### src/common/spim_params.svh
`ifndef SPIM_PARAMS_SVH
`define SPIM_PARAMS_SVH

////////////////////
// Data path
////////////////////

// Width of one serial data word
`define SPIM_DATA_W 32

// Entries in each of the transfer and receive queues
`define SPIM_FIFO_DEPTH 4

////////////////////
// Register port
////////////////////

// Byte address of the APB port, wide enough to reach STATUS at 16
`define SPIM_ADDR_W 5

`endif

### src/common/spim_xfer_pkg.sv
`include "spim_params.svh"

package spim_xfer_pkg;

    // One word on the serial lines, right-aligned
    typedef logic [`SPIM_DATA_W-1:0] spim_word_t;

    // Index of the chip select, one of four
    typedef logic [1:0] spim_csn_t;

    // Bit count minus one, so 0 moves a single bit and 31 a full word
    typedef logic [4:0] spim_nbits_t;

    // Queued transfer, 39 bits
    typedef struct packed {
        spim_csn_t   csn;
        spim_nbits_t nbits;
        spim_word_t  data;
    } spim_xfer_t;

endpackage

### src/common/spim_reg_pkg.sv
`include "spim_params.svh"

package spim_reg_pkg;

    ////////////////////
    // Register offsets
    ////////////////////

    typedef enum logic [`SPIM_ADDR_W-1:0] {
        REG_CFG    = 'd0,
        REG_TXDATA = 'd4,
        REG_CMD    = 'd8,
        REG_RXDATA = 'd12,
        REG_STATUS = 'd16
    } spim_reg_e;

    // CFG layout, polarity in bit 8 and divider in bits 7..0
    typedef struct packed {
        logic       cpol;
        logic [7:0] div;
    } spim_cfg_t;

    // STATUS layout from bit 5 down to bit 0
    typedef struct packed {
        logic       busy;
        logic       xfer_full;
        logic       rx_empty;
        logic [2:0] rx_level;
    } spim_status_t;

endpackage

### src/source/spim_fifo.sv
`timescale 1ns/1ps
`include "spim_params.svh"

module spim_fifo
#(
    parameter type payload_t = logic [`SPIM_DATA_W-1:0]
)
(
    input  logic       sys_clk_i,
    input  logic       rst_i,
    input  logic       push_i,
    input  payload_t   data_i,
    input  logic       pop_i,
    output payload_t   data_o,
    output logic       valid_o,
    output logic       full_o,
    output logic [2:0] level_o
);

    localparam int DEPTH = `SPIM_FIFO_DEPTH;
    localparam int PTR_W = $clog2(DEPTH);

    payload_t         mem [DEPTH];
    logic [PTR_W-1:0] wr_ptr_q;
    logic [PTR_W-1:0] rd_ptr_q;
    logic [2:0]       level_q;
    logic             do_push;
    logic             do_pop;

    assign do_push = push_i && !full_o;
    assign do_pop  = pop_i && valid_o;

    always_ff @(posedge sys_clk_i)
    begin
        if (rst_i)
        begin
            wr_ptr_q <= '0;
            rd_ptr_q <= '0;
            level_q  <= '0;
        end
        else
        begin
            if (do_push)
            begin
                wr_ptr_q <= (wr_ptr_q == PTR_W'(DEPTH - 1)) ? '0 : wr_ptr_q + 1'b1;
            end
            if (do_pop)
            begin
                rd_ptr_q <= (rd_ptr_q == PTR_W'(DEPTH - 1)) ? '0 : rd_ptr_q + 1'b1;
            end
            // Simultaneous push and pop keep the level
            case ({do_push, do_pop})
                2'b10:   level_q <= level_q + 3'd1;
                2'b01:   level_q <= level_q - 3'd1;
                default: level_q <= level_q;
            endcase
        end
    end

    always_ff @(posedge sys_clk_i)
    begin
        if (do_push)
        begin
            mem[wr_ptr_q] <= data_i;
        end
    end

    assign data_o  = mem[rd_ptr_q];
    assign valid_o = (level_q != 3'd0);
    assign full_o  = (level_q == 3'(DEPTH));
    assign level_o = level_q;

    // Producer and consumer both look at the flags before acting
    assert property (@(posedge sys_clk_i) disable iff (rst_i) push_i |-> !full_o)
        else $error("spim_fifo: push into a full queue");
    assert property (@(posedge sys_clk_i) disable iff (rst_i) pop_i |-> valid_o)
        else $error("spim_fifo: pop from an empty queue");

endmodule

### src/source/spim_apb_regs.sv
`timescale 1ns/1ps
`include "spim_params.svh"

module spim_apb_regs
(
    input  logic                      sys_clk_i,
    input  logic                      rst_i,

    input  logic                      psel_i,
    input  logic                      penable_i,
    input  logic                      pwrite_i,
    input  logic [`SPIM_ADDR_W-1:0]   paddr_i,
    input  spim_xfer_pkg::spim_word_t pwdata_i,
    output spim_xfer_pkg::spim_word_t prdata_o,
    output logic                      pready_o,
    output logic                      pslverr_o,

    input  logic                      xfer_full_i,
    input  logic                      rx_valid_i,
    input  spim_xfer_pkg::spim_word_t rx_word_i,
    input  logic                      busy_i,
    input  logic [2:0]                rx_level_i,

    output spim_reg_pkg::spim_cfg_t   cfg_o,
    output logic                      xfer_push_o,
    output spim_xfer_pkg::spim_xfer_t xfer_o,
    output logic                      rx_pop_o
);

    import spim_reg_pkg::*;
    import spim_xfer_pkg::*;

    logic         access;
    logic         wr;
    logic         rd;
    logic         mapped;
    logic         cmd_wr;
    logic         rx_rd;
    spim_reg_e    reg_sel;
    spim_cfg_t    cfg_q;
    spim_word_t   tx_hold_q;
    spim_status_t status;

    // Access phase of the APB handshake, never stretched
    assign access   = psel_i && penable_i;
    assign wr       = access && pwrite_i;
    assign rd       = access && !pwrite_i;
    assign pready_o = 1'b1;

    assign reg_sel = spim_reg_e'(paddr_i);
    assign cmd_wr  = wr && (reg_sel == REG_CMD);
    assign rx_rd   = rd && (reg_sel == REG_RXDATA);

    always_comb
    begin
        case (reg_sel)
            REG_CFG, REG_TXDATA, REG_CMD, REG_RXDATA, REG_STATUS: mapped = 1'b1;
            default: mapped = 1'b0;
        endcase
    end

    ////////////////////
    // Configuration and holding word
    ////////////////////

    always_ff @(posedge sys_clk_i)
    begin
        if (rst_i)
        begin
            cfg_q <= '0;
        end
        else if (wr && (reg_sel == REG_CFG))
        begin
            cfg_q <= spim_cfg_t'(pwdata_i[$bits(spim_cfg_t)-1:0]);
        end
    end

    always_ff @(posedge sys_clk_i)
    begin
        if (wr && (reg_sel == REG_TXDATA))
        begin
            tx_hold_q <= pwdata_i;
        end
    end

    assign cfg_o = cfg_q;

    // CMD write joins the select and count with the holding word
    assign xfer_o.csn   = pwdata_i[1:0];
    assign xfer_o.nbits = pwdata_i[6:2];
    assign xfer_o.data  = tx_hold_q;
    assign xfer_push_o  = cmd_wr && !xfer_full_i;

    assign rx_pop_o = rx_rd && rx_valid_i;

    ////////////////////
    // Read data and errors
    ////////////////////

    assign status = '{busy: busy_i, xfer_full: xfer_full_i,
                      rx_empty: !rx_valid_i, rx_level: rx_level_i};

    always_comb
    begin
        case (reg_sel)
            REG_CFG:    prdata_o = spim_word_t'(cfg_q);
            REG_TXDATA: prdata_o = tx_hold_q;
            REG_RXDATA: prdata_o = rx_word_i;
            REG_STATUS: prdata_o = spim_word_t'(status);
            default:    prdata_o = '0;
        endcase
    end

    // Rejected accesses leave both queues untouched
    assign pslverr_o = access && (!mapped || (cmd_wr && xfer_full_i) || (rx_rd && !rx_valid_i));

endmodule

### src/spim_engine/spim_engine.sv
`timescale 1ns/1ps

module spim_engine
(
    input  logic                      sys_clk_i,
    input  logic                      rst_i,
    input  spim_reg_pkg::spim_cfg_t   cfg_i,
    input  logic                      xfer_valid_i,
    input  spim_xfer_pkg::spim_xfer_t xfer_i,
    input  logic                      rx_full_i,
    input  logic                      spi_sdi_i,
    output logic                      xfer_pop_o,
    output logic                      rx_push_o,
    output spim_xfer_pkg::spim_word_t rx_word_o,
    output logic                      busy_o,
    output logic                      eot_o,
    output logic                      spi_clk_o,
    output logic [3:0]                spi_csn_o,
    output logic                      spi_sdo_o
);

    import spim_xfer_pkg::*;

    logic        busy_q;
    logic        start;
    logic        hp_end;
    logic        last_hp;
    logic [7:0]  div_cnt_q;
    logic [6:0]  edge_cnt_q;
    logic [6:0]  n_edges;
    logic        clk_phase_q;
    logic [3:0]  csn_q;
    logic        eot_q;
    spim_nbits_t nbits_q;
    spim_word_t  tx_shift_q;
    spim_word_t  rx_shift_q;

    // Hold off in the eot cycle, the receive queue level lags the push
    assign start   = !busy_q && !eot_q && xfer_valid_i && !rx_full_i;
    assign hp_end  = busy_q && (div_cnt_q == cfg_i.div);
    // Two edges per bit, then one more half period before csn rises
    assign n_edges = {({1'b0, nbits_q} + 6'd1), 1'b0};
    assign last_hp = hp_end && (edge_cnt_q == n_edges);

    ////////////////////
    // Sequencing
    ////////////////////

    always_ff @(posedge sys_clk_i)
    begin
        if (rst_i)
        begin
            busy_q      <= 1'b0;
            div_cnt_q   <= '0;
            edge_cnt_q  <= '0;
            clk_phase_q <= 1'b0;
            csn_q       <= '1;
            eot_q       <= 1'b0;
        end
        else
        begin
            eot_q <= last_hp;
            if (start)
            begin
                busy_q     <= 1'b1;
                div_cnt_q  <= '0;
                edge_cnt_q <= '0;
                csn_q      <= ~(4'b0001 << xfer_i.csn);
            end
            else if (hp_end)
            begin
                div_cnt_q  <= '0;
                edge_cnt_q <= edge_cnt_q + 7'd1;
                if (last_hp)
                begin
                    busy_q <= 1'b0;
                    csn_q  <= '1;
                end
                else
                begin
                    clk_phase_q <= ~clk_phase_q;
                end
            end
            else if (busy_q)
            begin
                div_cnt_q <= div_cnt_q + 8'd1;
            end
        end
    end

    ////////////////////
    // Shift registers
    ////////////////////

    always_ff @(posedge sys_clk_i)
    begin
        if (start)
        begin
            nbits_q    <= xfer_i.nbits;
            tx_shift_q <= xfer_i.data;
            rx_shift_q <= '0;
        end
        else if (hp_end && !last_hp)
        begin
            // Even edges lead and sample, odd edges trail and shift out
            if (!edge_cnt_q[0])
            begin
                rx_shift_q <= {rx_shift_q[$bits(spim_word_t)-2:0], spi_sdi_i};
            end
            else
            begin
                tx_shift_q <= tx_shift_q << 1;
            end
        end
    end

    assign xfer_pop_o = start;
    assign rx_push_o  = eot_q;
    assign rx_word_o  = rx_shift_q;
    assign busy_o     = busy_q;
    assign eot_o      = eot_q;
    assign spi_clk_o  = clk_phase_q ^ cfg_i.cpol;
    assign spi_csn_o  = csn_q;
    assign spi_sdo_o  = busy_q && tx_shift_q[nbits_q];

    assert property (@(posedge sys_clk_i) disable iff (rst_i) $onehot0(~spi_csn_o))
        else $error("spim_engine: more than one chip select low");
    // End of transfer closes a busy period
    assert property (@(posedge sys_clk_i) disable iff (rst_i)
                     eot_o |-> !busy_o && $past(busy_o))
        else $error("spim_engine: eot outside a transfer");

endmodule

### src/source/spim_top.sv
`timescale 1ns/1ps
`include "spim_params.svh"

module spim_top
(
    input  logic                      sys_clk_i,
    input  logic                      rst_i,

    input  logic                      psel_i,
    input  logic                      penable_i,
    input  logic                      pwrite_i,
    input  logic [`SPIM_ADDR_W-1:0]   paddr_i,
    input  spim_xfer_pkg::spim_word_t pwdata_i,
    output spim_xfer_pkg::spim_word_t prdata_o,
    output logic                      pready_o,
    output logic                      pslverr_o,

    output logic                      eot_o,
    output logic                      spi_clk_o,
    output logic [3:0]                spi_csn_o,
    output logic                      spi_sdo_o,
    input  logic                      spi_sdi_i
);

    import spim_reg_pkg::*;
    import spim_xfer_pkg::*;

    spim_cfg_t  cfg;
    logic       busy;

    logic       xfer_push;
    spim_xfer_t xfer_in;
    logic       xfer_full;
    logic       xfer_valid;
    spim_xfer_t xfer_out;
    logic       xfer_pop;

    logic       rx_push;
    spim_word_t rx_word_in;
    logic       rx_full;
    logic       rx_valid;
    spim_word_t rx_word_out;
    logic       rx_pop;
    logic [2:0] rx_level;

    ////////////////////
    // Register stage
    ////////////////////

    spim_apb_regs u_regs
    (
        .sys_clk_i   ( sys_clk_i   ),
        .rst_i       ( rst_i       ),
        .psel_i      ( psel_i      ),
        .penable_i   ( penable_i   ),
        .pwrite_i    ( pwrite_i    ),
        .paddr_i     ( paddr_i     ),
        .pwdata_i    ( pwdata_i    ),
        .prdata_o    ( prdata_o    ),
        .pready_o    ( pready_o    ),
        .pslverr_o   ( pslverr_o   ),
        .xfer_full_i ( xfer_full   ),
        .rx_valid_i  ( rx_valid    ),
        .rx_word_i   ( rx_word_out ),
        .busy_i      ( busy        ),
        .rx_level_i  ( rx_level    ),
        .cfg_o       ( cfg         ),
        .xfer_push_o ( xfer_push   ),
        .xfer_o      ( xfer_in     ),
        .rx_pop_o    ( rx_pop      )
    );

    spim_fifo #(.payload_t(spim_xfer_t)) u_xfer_fifo
    (
        .sys_clk_i ( sys_clk_i  ),
        .rst_i     ( rst_i      ),
        .push_i    ( xfer_push  ),
        .data_i    ( xfer_in    ),
        .pop_i     ( xfer_pop   ),
        .data_o    ( xfer_out   ),
        .valid_o   ( xfer_valid ),
        .full_o    ( xfer_full  ),
        .level_o   (            )
    );

    ////////////////////
    // Shift engine and receive side
    ////////////////////

    spim_engine u_engine
    (
        .sys_clk_i    ( sys_clk_i  ),
        .rst_i        ( rst_i      ),
        .cfg_i        ( cfg        ),
        .xfer_valid_i ( xfer_valid ),
        .xfer_i       ( xfer_out   ),
        .rx_full_i    ( rx_full    ),
        .spi_sdi_i    ( spi_sdi_i  ),
        .xfer_pop_o   ( xfer_pop   ),
        .rx_push_o    ( rx_push    ),
        .rx_word_o    ( rx_word_in ),
        .busy_o       ( busy       ),
        .eot_o        ( eot_o      ),
        .spi_clk_o    ( spi_clk_o  ),
        .spi_csn_o    ( spi_csn_o  ),
        .spi_sdo_o    ( spi_sdo_o  )
    );

    spim_fifo #(.payload_t(spim_word_t)) u_rx_fifo
    (
        .sys_clk_i ( sys_clk_i   ),
        .rst_i     ( rst_i       ),
        .push_i    ( rx_push     ),
        .data_i    ( rx_word_in  ),
        .pop_i     ( rx_pop      ),
        .data_o    ( rx_word_out ),
        .valid_o   ( rx_valid    ),
        .full_o    ( rx_full     ),
        .level_o   ( rx_level    )
    );

endmodule

### config.mk
export PLATFORM = sky130hd
export DESIGN_NAME = spim_top
export DESIGN_NICKNAME = d
export VERILOG_FILES = /design/src/common/spim_xfer_pkg.sv /design/src/common/spim_reg_pkg.sv /design/src/source/spim_fifo.sv /design/src/source/spim_apb_regs.sv /design/src/spim_engine/spim_engine.sv /design/src/source/spim_top.sv
export VERILOG_INCLUDE_DIRS = /design/src /design/src/common
export SDC_FILE = /design/constraint.sdc
export NUM_CORES = 1
export LEC_CHECK = 0
export BUFFER_PORTS_ARGS = -buffer_cell sky130_fd_sc_hd__buf_4
export CORE_UTILIZATION = 55
export CTS_CLUSTER_SIZE = 20
export DETAILED_ROUTE_END_ITERATION = 12
export PLACE_DENSITY_LB_ADDON = 0.2
export SETUP_SLACK_MARGIN = 0.02
export SYNTH_ARGS = -nofsm -noshare
export SYNTH_HDL_FRONTEND = slang
export SYNTH_SLANG_ARGS = --single-unit
### constraint.sdc
create_clock -name sys_clk_i -period 11.2 [get_ports sys_clk_i]
set_input_delay 1.68 -clock sys_clk_i [delete_from_list [all_inputs] [get_ports sys_clk_i]]
set_output_delay 1.68 -clock sys_clk_i [all_outputs]
set_load 0.005 [all_outputs]
# ---- Word-level counts from Yosys, hierarchy flattened
# Memory sizes are Yosys's and may differ from the RTL's. A register that Yosys moved wholly into a read port is not among the register bits.
# Cells that the tools add are included.
dict set report totals {
  ff_bits 146
  ramBits 284
  out_inout_bits 41
  wordCells 131
  memories 2
}
# name words width read_ports rd_clocked_by_memory_dff write_ports line
set mem_list {}
lappend mem_list {u_xfer_fifo.mem 4 39 1 1 1 spim_fifo.sv:23} ;# payload_t mem [DEPTH];
lappend mem_list {u_rx_fifo.mem 4 32 1 1 1 spim_fifo.sv:23}
dict set report classes {
  addsub 11
  magnitude_cmp 1
  n_eq_ne 16
  n_shift 1
  n_mux 27
  bitwise_logic 6
  n_reduce_logical 49
}
# cell count
set op_table {}
lappend op_table {{$pmux 32 s4} 1}
lappend op_table {{$mux 32} 3}
lappend op_table {{$logic_and 1x1->1} 23}
lappend op_table {{$mux 2} 8}
lappend op_table {{$eq 2x2->1 const B} 6}
lappend op_table {{$mux 4} 3}
lappend op_table {{$pmux 3 s2} 2}
lappend op_table {{$reduce_bool 2->1} 6}
lappend op_table {{$eq 5x4->1 const B} 2}
lappend op_table {{$mux 1} 9}
lappend op_table {{$add 2x1->2 const B} 4}
lappend op_table {{$add 8x1->8 const B} 1}
lappend op_table {{$eq 8x8->1} 1}
lappend op_table {{$logic_not 1->1} 8}
lappend op_table {{$add 7x1->7 const B} 1}
lappend op_table {{$eq 7x7->1} 1}
lappend op_table {{$add 3x1->3 const B} 2}
lappend op_table {{$add 5x1->6 const B} 1}
lappend op_table {{$eq 3x3->1 const B} 2}
lappend op_table {{$lt 5x6->1 const B} 1}
lappend op_table {{$reduce_and 2->1} 3}
lappend op_table {{$reduce_bool 3->1} 2}
lappend op_table {{$sub 3x1->3 const B} 2}
lappend op_table {{$bmux 1 s5} 1}
lappend op_table {{13 further kinds} 18}

# ---- Logic depth before layout (Yosys ltp)
# Gate-level depths: netlist of run 1.
dict set report depth {
  word_depth 7
  depth_mapped 12
  ltp_nobuf 10
}

# ---- Hierarchy
# From an unflattened synthesis of run 1, not the netlist that was laid out.
dict set report hier_totals {
  cells_unflattened 1042
  hier_area_um2 17350.4
}
# module instances cells_per_inst area_per_inst_um2
set by_module_without_submodules {}
lappend by_module_without_submodules {{spim_fifo at u_xfer_fifo} 1 257 6112.1}
lappend by_module_without_submodules {{spim_fifo at u_rx_fifo} 1 221 5104.9}
lappend by_module_without_submodules {spim_engine 1 408 4145.2}
lappend by_module_without_submodules {spim_apb_regs 1 156 1988.2}

# ---- Least setup slack after synthesis of run 1
# No wires, ideal clock.
dict set report synth_timing {
  kind {in2reg}
  from {input paddr_i[4]}
  to {register u_regs.tx_hold_q[0] (enable)}
  setup_ns 0.461
  arrival_ns 4.786
  required_ns 10.739
  path_slack_ns 5.953
  stages 4
  n_path_buf 2
  cell_sequence {or4b_1 buf_2 clkbuf_1 nor3_1}
}
dict set report synth_between {
  elab_chain_len 2
}
# item line
set synth_lines {}
lappend synth_lines {{start, declared} spim_top.sv:12} ;# input logic [`SPIM_ADDR_W-1:0] paddr_i,
lappend synth_lines {{$eq 5x3->1} spim_apb_regs.sv:80} ;# if (wr && (reg_sel == REG_TXDATA))
lappend synth_lines {{$logic_and 1x1->1} spim_apb_regs.sv:80}
lappend synth_lines {{end signal, assigned} spim_apb_regs.sv:82} ;# tx_hold_q <= pwdata_i;
lappend synth_lines {{end, declared} spim_apb_regs.sv:41} ;# spim_word_t tx_hold_q;
# Every way passes these cells.
# A chain may end at the register's enable or synchronous reset.

# ---- Worst setup path after layout of run 1
dict set report layout_timing {
  from {input paddr_i[3]}
  to {output prdata_o[4]}
}
dict set report layout_between {
  elab_chain_len 2
  elab_cells_between_ends 5
}
# item line
set layout_lines {}
lappend layout_lines {{$eq 5x5->1 (tied with other cells)} spim_apb_regs.sv:105} ;# case (reg_sel)
lappend layout_lines {{$pmux 32 s4 (*)} spim_apb_regs.sv:105}
lappend layout_lines {{end, declared} spim_top.sv:14} ;# output spim_xfer_pkg::spim_word_t prdata_o,
# Every way passes the cells marked *; elsewhere a longest branch is shown, timed or not.

==> results.ini, run 1 <==
[pwr]
p_sw_share_pct=24.0
p_leak_nw=6.65
max-vdd-ir-drop_mv=0.114
netSwitchingPower_mw=0.890
p_per_area_nw_per_um2=191
combPwrFrac_pct=13.0
p_int_mw=2.83
clockPowerShare_pct=36.1
seqPwrFrac_pct=50.9
totalPowerFinal_mw=3.72

[synthesis]
ys_seq_area_share_pct=71.3
syn-num-nets=1089
yosysWarnings=0
synth_ff_type=edfxtp_1
postSynthAreaPerCell_um2=16.6
synth_cell_types=47
ys_ff_latch=434
synth_edf_count=353
synth_cells=1029
syn_area_um2=17100
synthArstFlopShare_pct=0

[finish]
nNetsFinal=1179
final_common_cell=edfxtp_1
diodes=0
stdcell_area_um2=19400
area_growth_pct=13.5
layout_common_cells=edfxtp_1, nand2_1, buf_4, mux2i_1, mux4_2
drive_gt1_share_pct=21.8

[die]
core_area_um2=30600
ios=84
die_y_um=178
initial_core_util_pct=56.0
row_count=64
die_x_um=178
die-area_um2=31900

[global_route]
grt_pass1_wl_um=50800
grtUsageTotal_pct=21.6
grt_start_max_net_pins=40
grt_overflow_total=0
first_global_vias=8919
antenna_found_initial=0

[clock_network]
clkSinkCount=434
cts_buffers=43
cts.clk_slew.worst_paths_ns=0.06
clock_latency_ns=0.53
cts_root_buf=clkbuf_16
post_cts_buffers=0
cts_resized=0
htreeDepth=2
cts_tree=built
clk_path_buf_depth=3
hold_buffers=0

[route]
drt_iter0_drc=744
vias=8891
ant_nets=0
drcViolationCount=0
avgViaCountPerCell=5.75
drt-total-wl_um=32900
dr.pass1.iters=5
wl_per_cell_um=21.3

[critical_path]
reg2reg_to=u_engine.tx_shift_q[13]
reg2reg_setup_slack_ns=7.52
worstSetupEndpointType=output pin
crit_arrival_ns=3.46
worstPathRequired_ns=9.52
regToRegStartpoint=u_engine.busy_o
r2r_cells=5
path_class=in2out
cp-start-kind=input port
crit_fanout=37

[timing]
hold_viol=0
period_share_pct=45.9
final_max_slew_viol_count=0
setup_tns_ns=0
slew_headroom_pct=27.9
min_period_ns=5.14
finalSetupViolCount=0
rsz0062_at_grt=no
clock-skew-final_ns=0.0159
setup_ws_ns=6.06
worstMarginPinSlew_ns=1.08
fmax_mhz=195

[placed_design]
dp_hpwl_um=20200
place_ws_ns=6.09
dpl-instance-area_um2=18100
portBuffers=82
gp_congestion=0.778

[min_path]
hp-start=u_xfer_fifo.rd_ptr_q[1]
hold_class=reg2reg
worstHoldPathCells=2

[flow_run]
maxCapViolations=0

[run_status]
status=complete, no violations

==> per-layer routing <==
layer | share of wire, % | wire, µm | global-route usage [%] | vias up
met5 | 0 | 0 | 0 | -
met4 | 2.0 | 665 | 6.21 | 0
met3 | 4.4 | 1450 | 3.26 | 47
met2 | 49 | 16000 | 34.7 | 223
met1 | 45 | 14800 | 30.8 | 4533
li1 | - | - | - | 4088
==> synth_stat cells (6+ instances only) <==
cell | number | area [µm²]
o21ai_0 | 15 | 75.1
a21oi_1 | 14 | 70.1
ha_1 | 15 | 188
nor3_1 | 9 | 45.0
buf_2 | 11 | 55.1
dfxtp_1 | 81 | 1620
mux2i_1 | 80 | 801
a22oi_1 | 6 | 45.0
mux4_2 | 80 | 1800
nor2_1 | 61 | 229
or3_1 | 7 | 43.8
and2_1 | 6 | 37.5
xor2_1 | 11 | 96.3
buf_4 | 6 | 45.0
and3_1 | 9 | 56.3
edfxtp_1 | 353 | 10600
nand3_1 | 6 | 30.0
clkbuf_1 | 27 | 101
nand4_1 | 8 | 50.1
nand2_1 | 143 | 537
inv_1 | 18 | 67.6
xnor2_1 | 18 | 158
==> cells by family (layout without fill, tap and decap cells) <==
| kind of cell | count (synthesis) | count (layout) | share of synthesized area (%) |
|---|---|---|---|
| AO/OA/AOI/OAI | 47 | 47 | 1.72 |
| XOR/XNOR | 29 | 29 | 1.48 |
| adder cells (fa/ha/maj) | 17 | 17 | 1.33 |
| buffers and inverters | 69 | 191 | 1.77 |
| flip-flops | 434 | 434 | 71.3 |
| multiplexers | 163 | 163 | 15.4 |
| other | 1 | 1 | 0.0219 |
| AND/OR/NAND/NOR | 269 | 269 | 6.95 |
==> how the worst max path moves through the flow <==
stage	from	end	slack (ns)	depth (start not counted)
floorplan	paddr_i[4]	u_regs.tx_hold_q[0]	5.95	4
global placement	paddr_i[4]	pslverr_o	6.15	7
detailed placement	paddr_i[3]	prdata_o[4]	6.09	6
CTS	paddr_i[3]	prdata_o[4]	6.08	6
global route	paddr_i[3]	prdata_o[3]	5.90	6
finish	paddr_i[3]	prdata_o[4]	6.06	6
==> power by group through the flow <==
stage / Sequential (mW) / Combinational [mW] / Clock (mW)
finish: 1.89 / 0.482 / 1.34
global route: 1.90 / 0.536 / 1.43
CTS: 1.89 / 0.490 / 1.37
detailed placement: 1.93 / 0.488 / 0
global placement: 1.92 / 0.483 / 0
floorplan: 1.89 / 0.381 / 0
==> metrics by stage <==
step | hold slack, ns | utilization [%] | std cells
2_1_floorplan | 0.454 | - | 1029
3_3_place_gp | 0.462 | 59.3 | 1470
3_5_place_dp | 0.490 | 59.3 | 1470
4_1_cts | 0.500 | 63.6 | 1547
5_1_grt | 0.521 | 63.6 | 1547
6_report | 0.501 | 63.6 | 1547
==> sequential cells by signal, summed over array words and instances, names as in the netlist, 2 cells and up, named ones only <==
name                  cells
u_xfer_fifo.mem         156
u_rx_fifo.mem           128
u_engine.rx_word_o       32
u_engine.tx_shift_q      32
u_regs.tx_hold_q         32
u_regs.cfg_o              9
u_engine.div_cnt_q        8
u_engine.edge_cnt_q       7
u_engine.nbits_q          5
u_engine.spi_csn_o        4
u_rx_fifo.level_o         3
u_xfer_fifo.level_o       3
u_rx_fifo.rd_ptr_q        2
u_rx_fifo.wr_ptr_q        2
u_xfer_fifo.rd_ptr_q      2
u_xfer_fifo.wr_ptr_q      2
==> final cells by class <==
| cell class | instances | area [µm²] |
|---|---|---|
| multi-input cells | 526 | 4630 |
| clock inverters | 15 | 148 |
| clock buffers | 62 | 1160 |
| inverters | 19 | 71.3 |
| well taps | 396 | 495 |
| repair buffers | 95 | 713 |
| fillers | 2173 | 11100 |
| flip-flops and latches | 434 | 12200 |
==> worst max-delay path: stages <==
cell     delay, ns
buf_4         0.29
or3_1         0.46
nor3b_1       0.59
a22oi_1       0.13
o21ai_0       0.13
buf_4         0.14
Note: power is estimated with default switching activity, not from simulation.
==> run 2: changes to the inputs <==
--- a/config.mk
+++ b/config.mk
@@ -6,6 +6,7 @@
 export SDC_FILE = /design/constraint.sdc
 export NUM_CORES = 1
 export LEC_CHECK = 0
+export ABC_AREA = 1
 export BUFFER_PORTS_ARGS = -buffer_cell sky130_fd_sc_hd__buf_4
 export CORE_UTILIZATION = 55
 export CTS_CLUSTER_SIZE = 20
==> constraint.sdc (replaced) <==
create_clock -name sys_clk_i -period 4.1 [get_ports sys_clk_i]
set_input_delay 0.615 -clock sys_clk_i [delete_from_list [all_inputs] [get_ports sys_clk_i]]
set_output_delay 0.615 -clock sys_clk_i [all_outputs]
set_load 0.005 [all_outputs]
==> run 2 against run 1 <==
Effect of this change: combinational power grew to 5.4 times the previous value; register-to-register slack lost 6.2 ns; critical endpoint is now prdata_o[7]; first-iteration DRC count grew 46%; synthesized cell count grew 56%; largest cell class unchanged; largest power group unchanged; die area grew 4.3%.
==> results.ini, run 2 <==
[run_status]
status=complete, no violations

[critical_path]
crit_arrival_ns=2.84  ; -0.62 ns
r2r_cells=10  ; +5
worstPathRequired_ns=3.48  ; -6.04 ns
worstSetupEndpointType=output pin
cp-endpoint=prdata_o[7]
path_class=reg2out
reg2reg_to=u_engine.tx_shift_q[0]
regToRegStartpoint=u_engine.nbits_q[0]
reg2reg_setup_slack_ns=1.29  ; -6.23 ns
crit_fanout=26  ; -30%
cp-start-kind=flop

[clock_network]
cts_tree=built
clkSinkCount=434  ; unchanged
clk_path_buf_depth=3  ; unchanged
cts_root_buf=clkbuf_16
htreeDepth=2  ; unchanged
post_cts_buffers=0  ; unchanged
clock_latency_ns=0.54  ; about the same
cts_buffers=44  ; +2.3%
cts.clk_slew.worst_paths_ns=0.06  ; about the same
cts_resized=0  ; unchanged
hold_buffers=0  ; unchanged

[synthesis]
synth_fa_ha_area_share_pct=1.27  ; -0.056 points
yosys-top-cells-area=edfxtp_1, dfxtp_1, nand2_1
synth-compound-area-share_pct=10.4  ; +8.7 points
yosys.area_share.simple_pct=15.1  ; +8.1 points
yosysWarnings=0  ; unchanged
syn_area_um2=17900  ; +4.4%
synth_cell_types=42  ; -11%
synth_mux_area_share_pct=0  ; -15 points
ys_seq_area_share_pct=68.3  ; -3.0 points
syn-num-nets=1666  ; +53%
synthDominantAreaCellType=edfxtp_1
ys_ff_latch=434  ; unchanged
synth_cells=1606  ; +56%
synth_xor_area_share_pct=0.490  ; -0.99 points
postSynthAreaPerCell_um2=11.1  ; -33%
post-synth-top-count-cell=edfxtp_1
synth_ff_type=edfxtp_1
synth_top_family_by_area=simple AND/OR/NAND/NOR gates
yosysTopAreaCellShare_pct=59.3  ; -2.6 points
synthArstFlopShare_pct=0  ; unchanged
synth_edf_count=353  ; unchanged
synth_common_cells=edfxtp_1, nand2_1, nor2_1

[pwr]
max-vdd-ir-drop_mv=0.516  ; +350%
p_leak_nw=7.57  ; +14%
p_per_area_nw_per_um2=610  ; +220%

[die]
initial_core_util_pct=56.2  ; +0.23 points
die_y_um=182  ; +2.1%
row_count=65  ; +1.6%
die-area_um2=33200  ; +4.3%
core_area_um2=31800  ; +4.0%
die_x_um=182  ; +2.1%
ios=84  ; unchanged

[timing]
setup_tns_ns=0  ; unchanged
final_max_slew_viol_count=0  ; unchanged
period_share_pct=84.2
min_period_ns=3.45
finalSetupViolCount=0  ; unchanged
clock-skew-final_ns=0.0203  ; +0.00431 ns
hold_viol=0  ; unchanged
slew_headroom_pct=22.1  ; -5.8 points
worstMarginPinSlew_ns=1.17  ; +0.0858 ns
rsz0062_at_grt=no
fmax_mhz=290

[placed_design]
dpl-instance-area_um2=18900  ; +4.2%
dp_hpwl_um=24600  ; +21%
gp_congestion=0.836  ; +7.5%
portBuffers=82  ; unchanged

[finish]
top_register=u_xfer_fifo.mem
regArea_um2=12200  ; about the same
largest_register_ffs=156  ; unchanged
area_growth_pct=13.7
multi_input_area_um2=4970  ; +7.3%
stdcell_area_um2=20300  ; +4.6%
diodes=0  ; unchanged
drive_gt1_share_pct=13.3  ; -8.5 points
nFillCells=2479  ; +14%
reg_top3=u_xfer_fifo.mem x156, u_rx_fifo.mem x128
nNetsFinal=1730  ; +47%
layout_common_cells=edfxtp_1, nand2_1, nor2_1, o21ai_0, buf_4
final_common_cell=edfxtp_1

[route]
wl_per_cell_um=18.6  ; -13%
avgViaCountPerCell=5.59  ; -2.7%
drt-total-wl_um=39700  ; +21%
vias=11974  ; +35%
ant_nets=0  ; unchanged
drt_iter0_drc=1085  ; +46%
drcViolationCount=0  ; unchanged
dr.pass1.iters=5  ; unchanged

[global_route]
grt_overflow_total=0  ; unchanged
grtUsageTotal_pct=24.2  ; +2.7 points
antenna_found_initial=0  ; unchanged
grt_start_max_net_pins=79  ; +98%
first_global_vias=11370  ; +27%
grt_pass1_wl_um=62100  ; +22%

[flow_run]
maxCapViolations=0  ; unchanged

[min_path]
hold_class=in2reg

## run 2: changes by cell type after synthesis, moves of 33 or more
cell / delta
clkbuf_1: +34
nand3_1: +84
inv_1: +65
nand2_1: +154
mux4_2: -80
o21ai_0: +149
a21oi_1: +37
nor2_1: +147
nand3b_1: +33
o22ai_1: +60
mux2i_1: -80
## run 2: logic make-up (layout without fill, tap and decap cells)
group,Yosys count,after routing
other,1,1
flip-flops,434,434
AO/OA/AOI/OAI,323,323
adder cells (fa/ha/maj),17,17
XOR/XNOR,10,10
AND/OR/NAND/NOR,643,643
buffers and inverters,178,278
## run 2: metrics by stage
stage               power [mW]  hold slack, ns  setup slack (ns)  utilization, %  cells
floorplan                 7.81           0.451             0.522               -   1606
global placement          8.50           0.464             0.878            59.4   2059
detailed placement        8.57           0.470             0.819            59.4   2059
CTS                       12.5           0.231             0.675            64.0   2141
global route              13.1           0.229             0.496            64.0   2141
finish                    12.4           0.246             0.647            64.0   2141
## run 2: where the power goes
| part | internal, mW | leakage (nW) | total (mW) | switching, mW |
|---|---|---|---|---|
| Combinational | 0.902 | 2.99 | 2.62 | 1.72 |
| Clock | 2.31 | 0.709 | 3.91 | 1.60 |
| Sequential | 5.46 | 3.87 | 5.88 | 0.422 |
| Total | 8.67 | 7.57 | 12.4 | 3.74 |
## run 2: per-layer routing
layer  global-route usage [%]  vias up  share of wire, %  wire length, µm
li1                         -     5747                 -                -
met5                        0        -                 0                0
met4                     7.29        0               2.2              876
met1                     32.8     5763                43            16900
met2                     40.1      395                48            19200
met3                     4.39       69               6.9             2740
## run 2: worst min-delay path by stage
stage                                startpoint  slack [ns]  cells past startpoint               endpoint
final                              pwdata_i[31]        0.25                      1   u_regs.tx_hold_q[31]
after global routing               pwdata_i[26]        0.23                      1   u_regs.tx_hold_q[26]
after CTS                          pwdata_i[14]        0.23                      1   u_regs.tx_hold_q[14]
after detailed placement  u_engine.div_cnt_q[7]        0.47                      2  u_engine.div_cnt_q[7]
after global placement    u_engine.div_cnt_q[7]        0.46                      2  u_engine.div_cnt_q[7]
after floorplan           u_engine.div_cnt_q[7]        0.45                      2  u_engine.div_cnt_q[7]
## run 2: cell type report
type / instances / area share, %
tap: 435 / 2.68
sequential: 434 / 60.1
timing repair buffer: 107 / 4.07
clock inverter: 24 / 0.997
multi-input combinational: 994 / 24.4
clock buffer: 58 / 6.08
inverter: 89 / 1.64
## run 2: critical path, stage by stage, from the launching register on
cell      delay, ns
dfxtp_1        0.30
buf_4          0.24
inv_1          0.70
buf_4          0.35
a21oi_1        0.06
o21ai_0        0.09
nand3_1        0.20
o211ai_1       0.20
buf_4          0.16
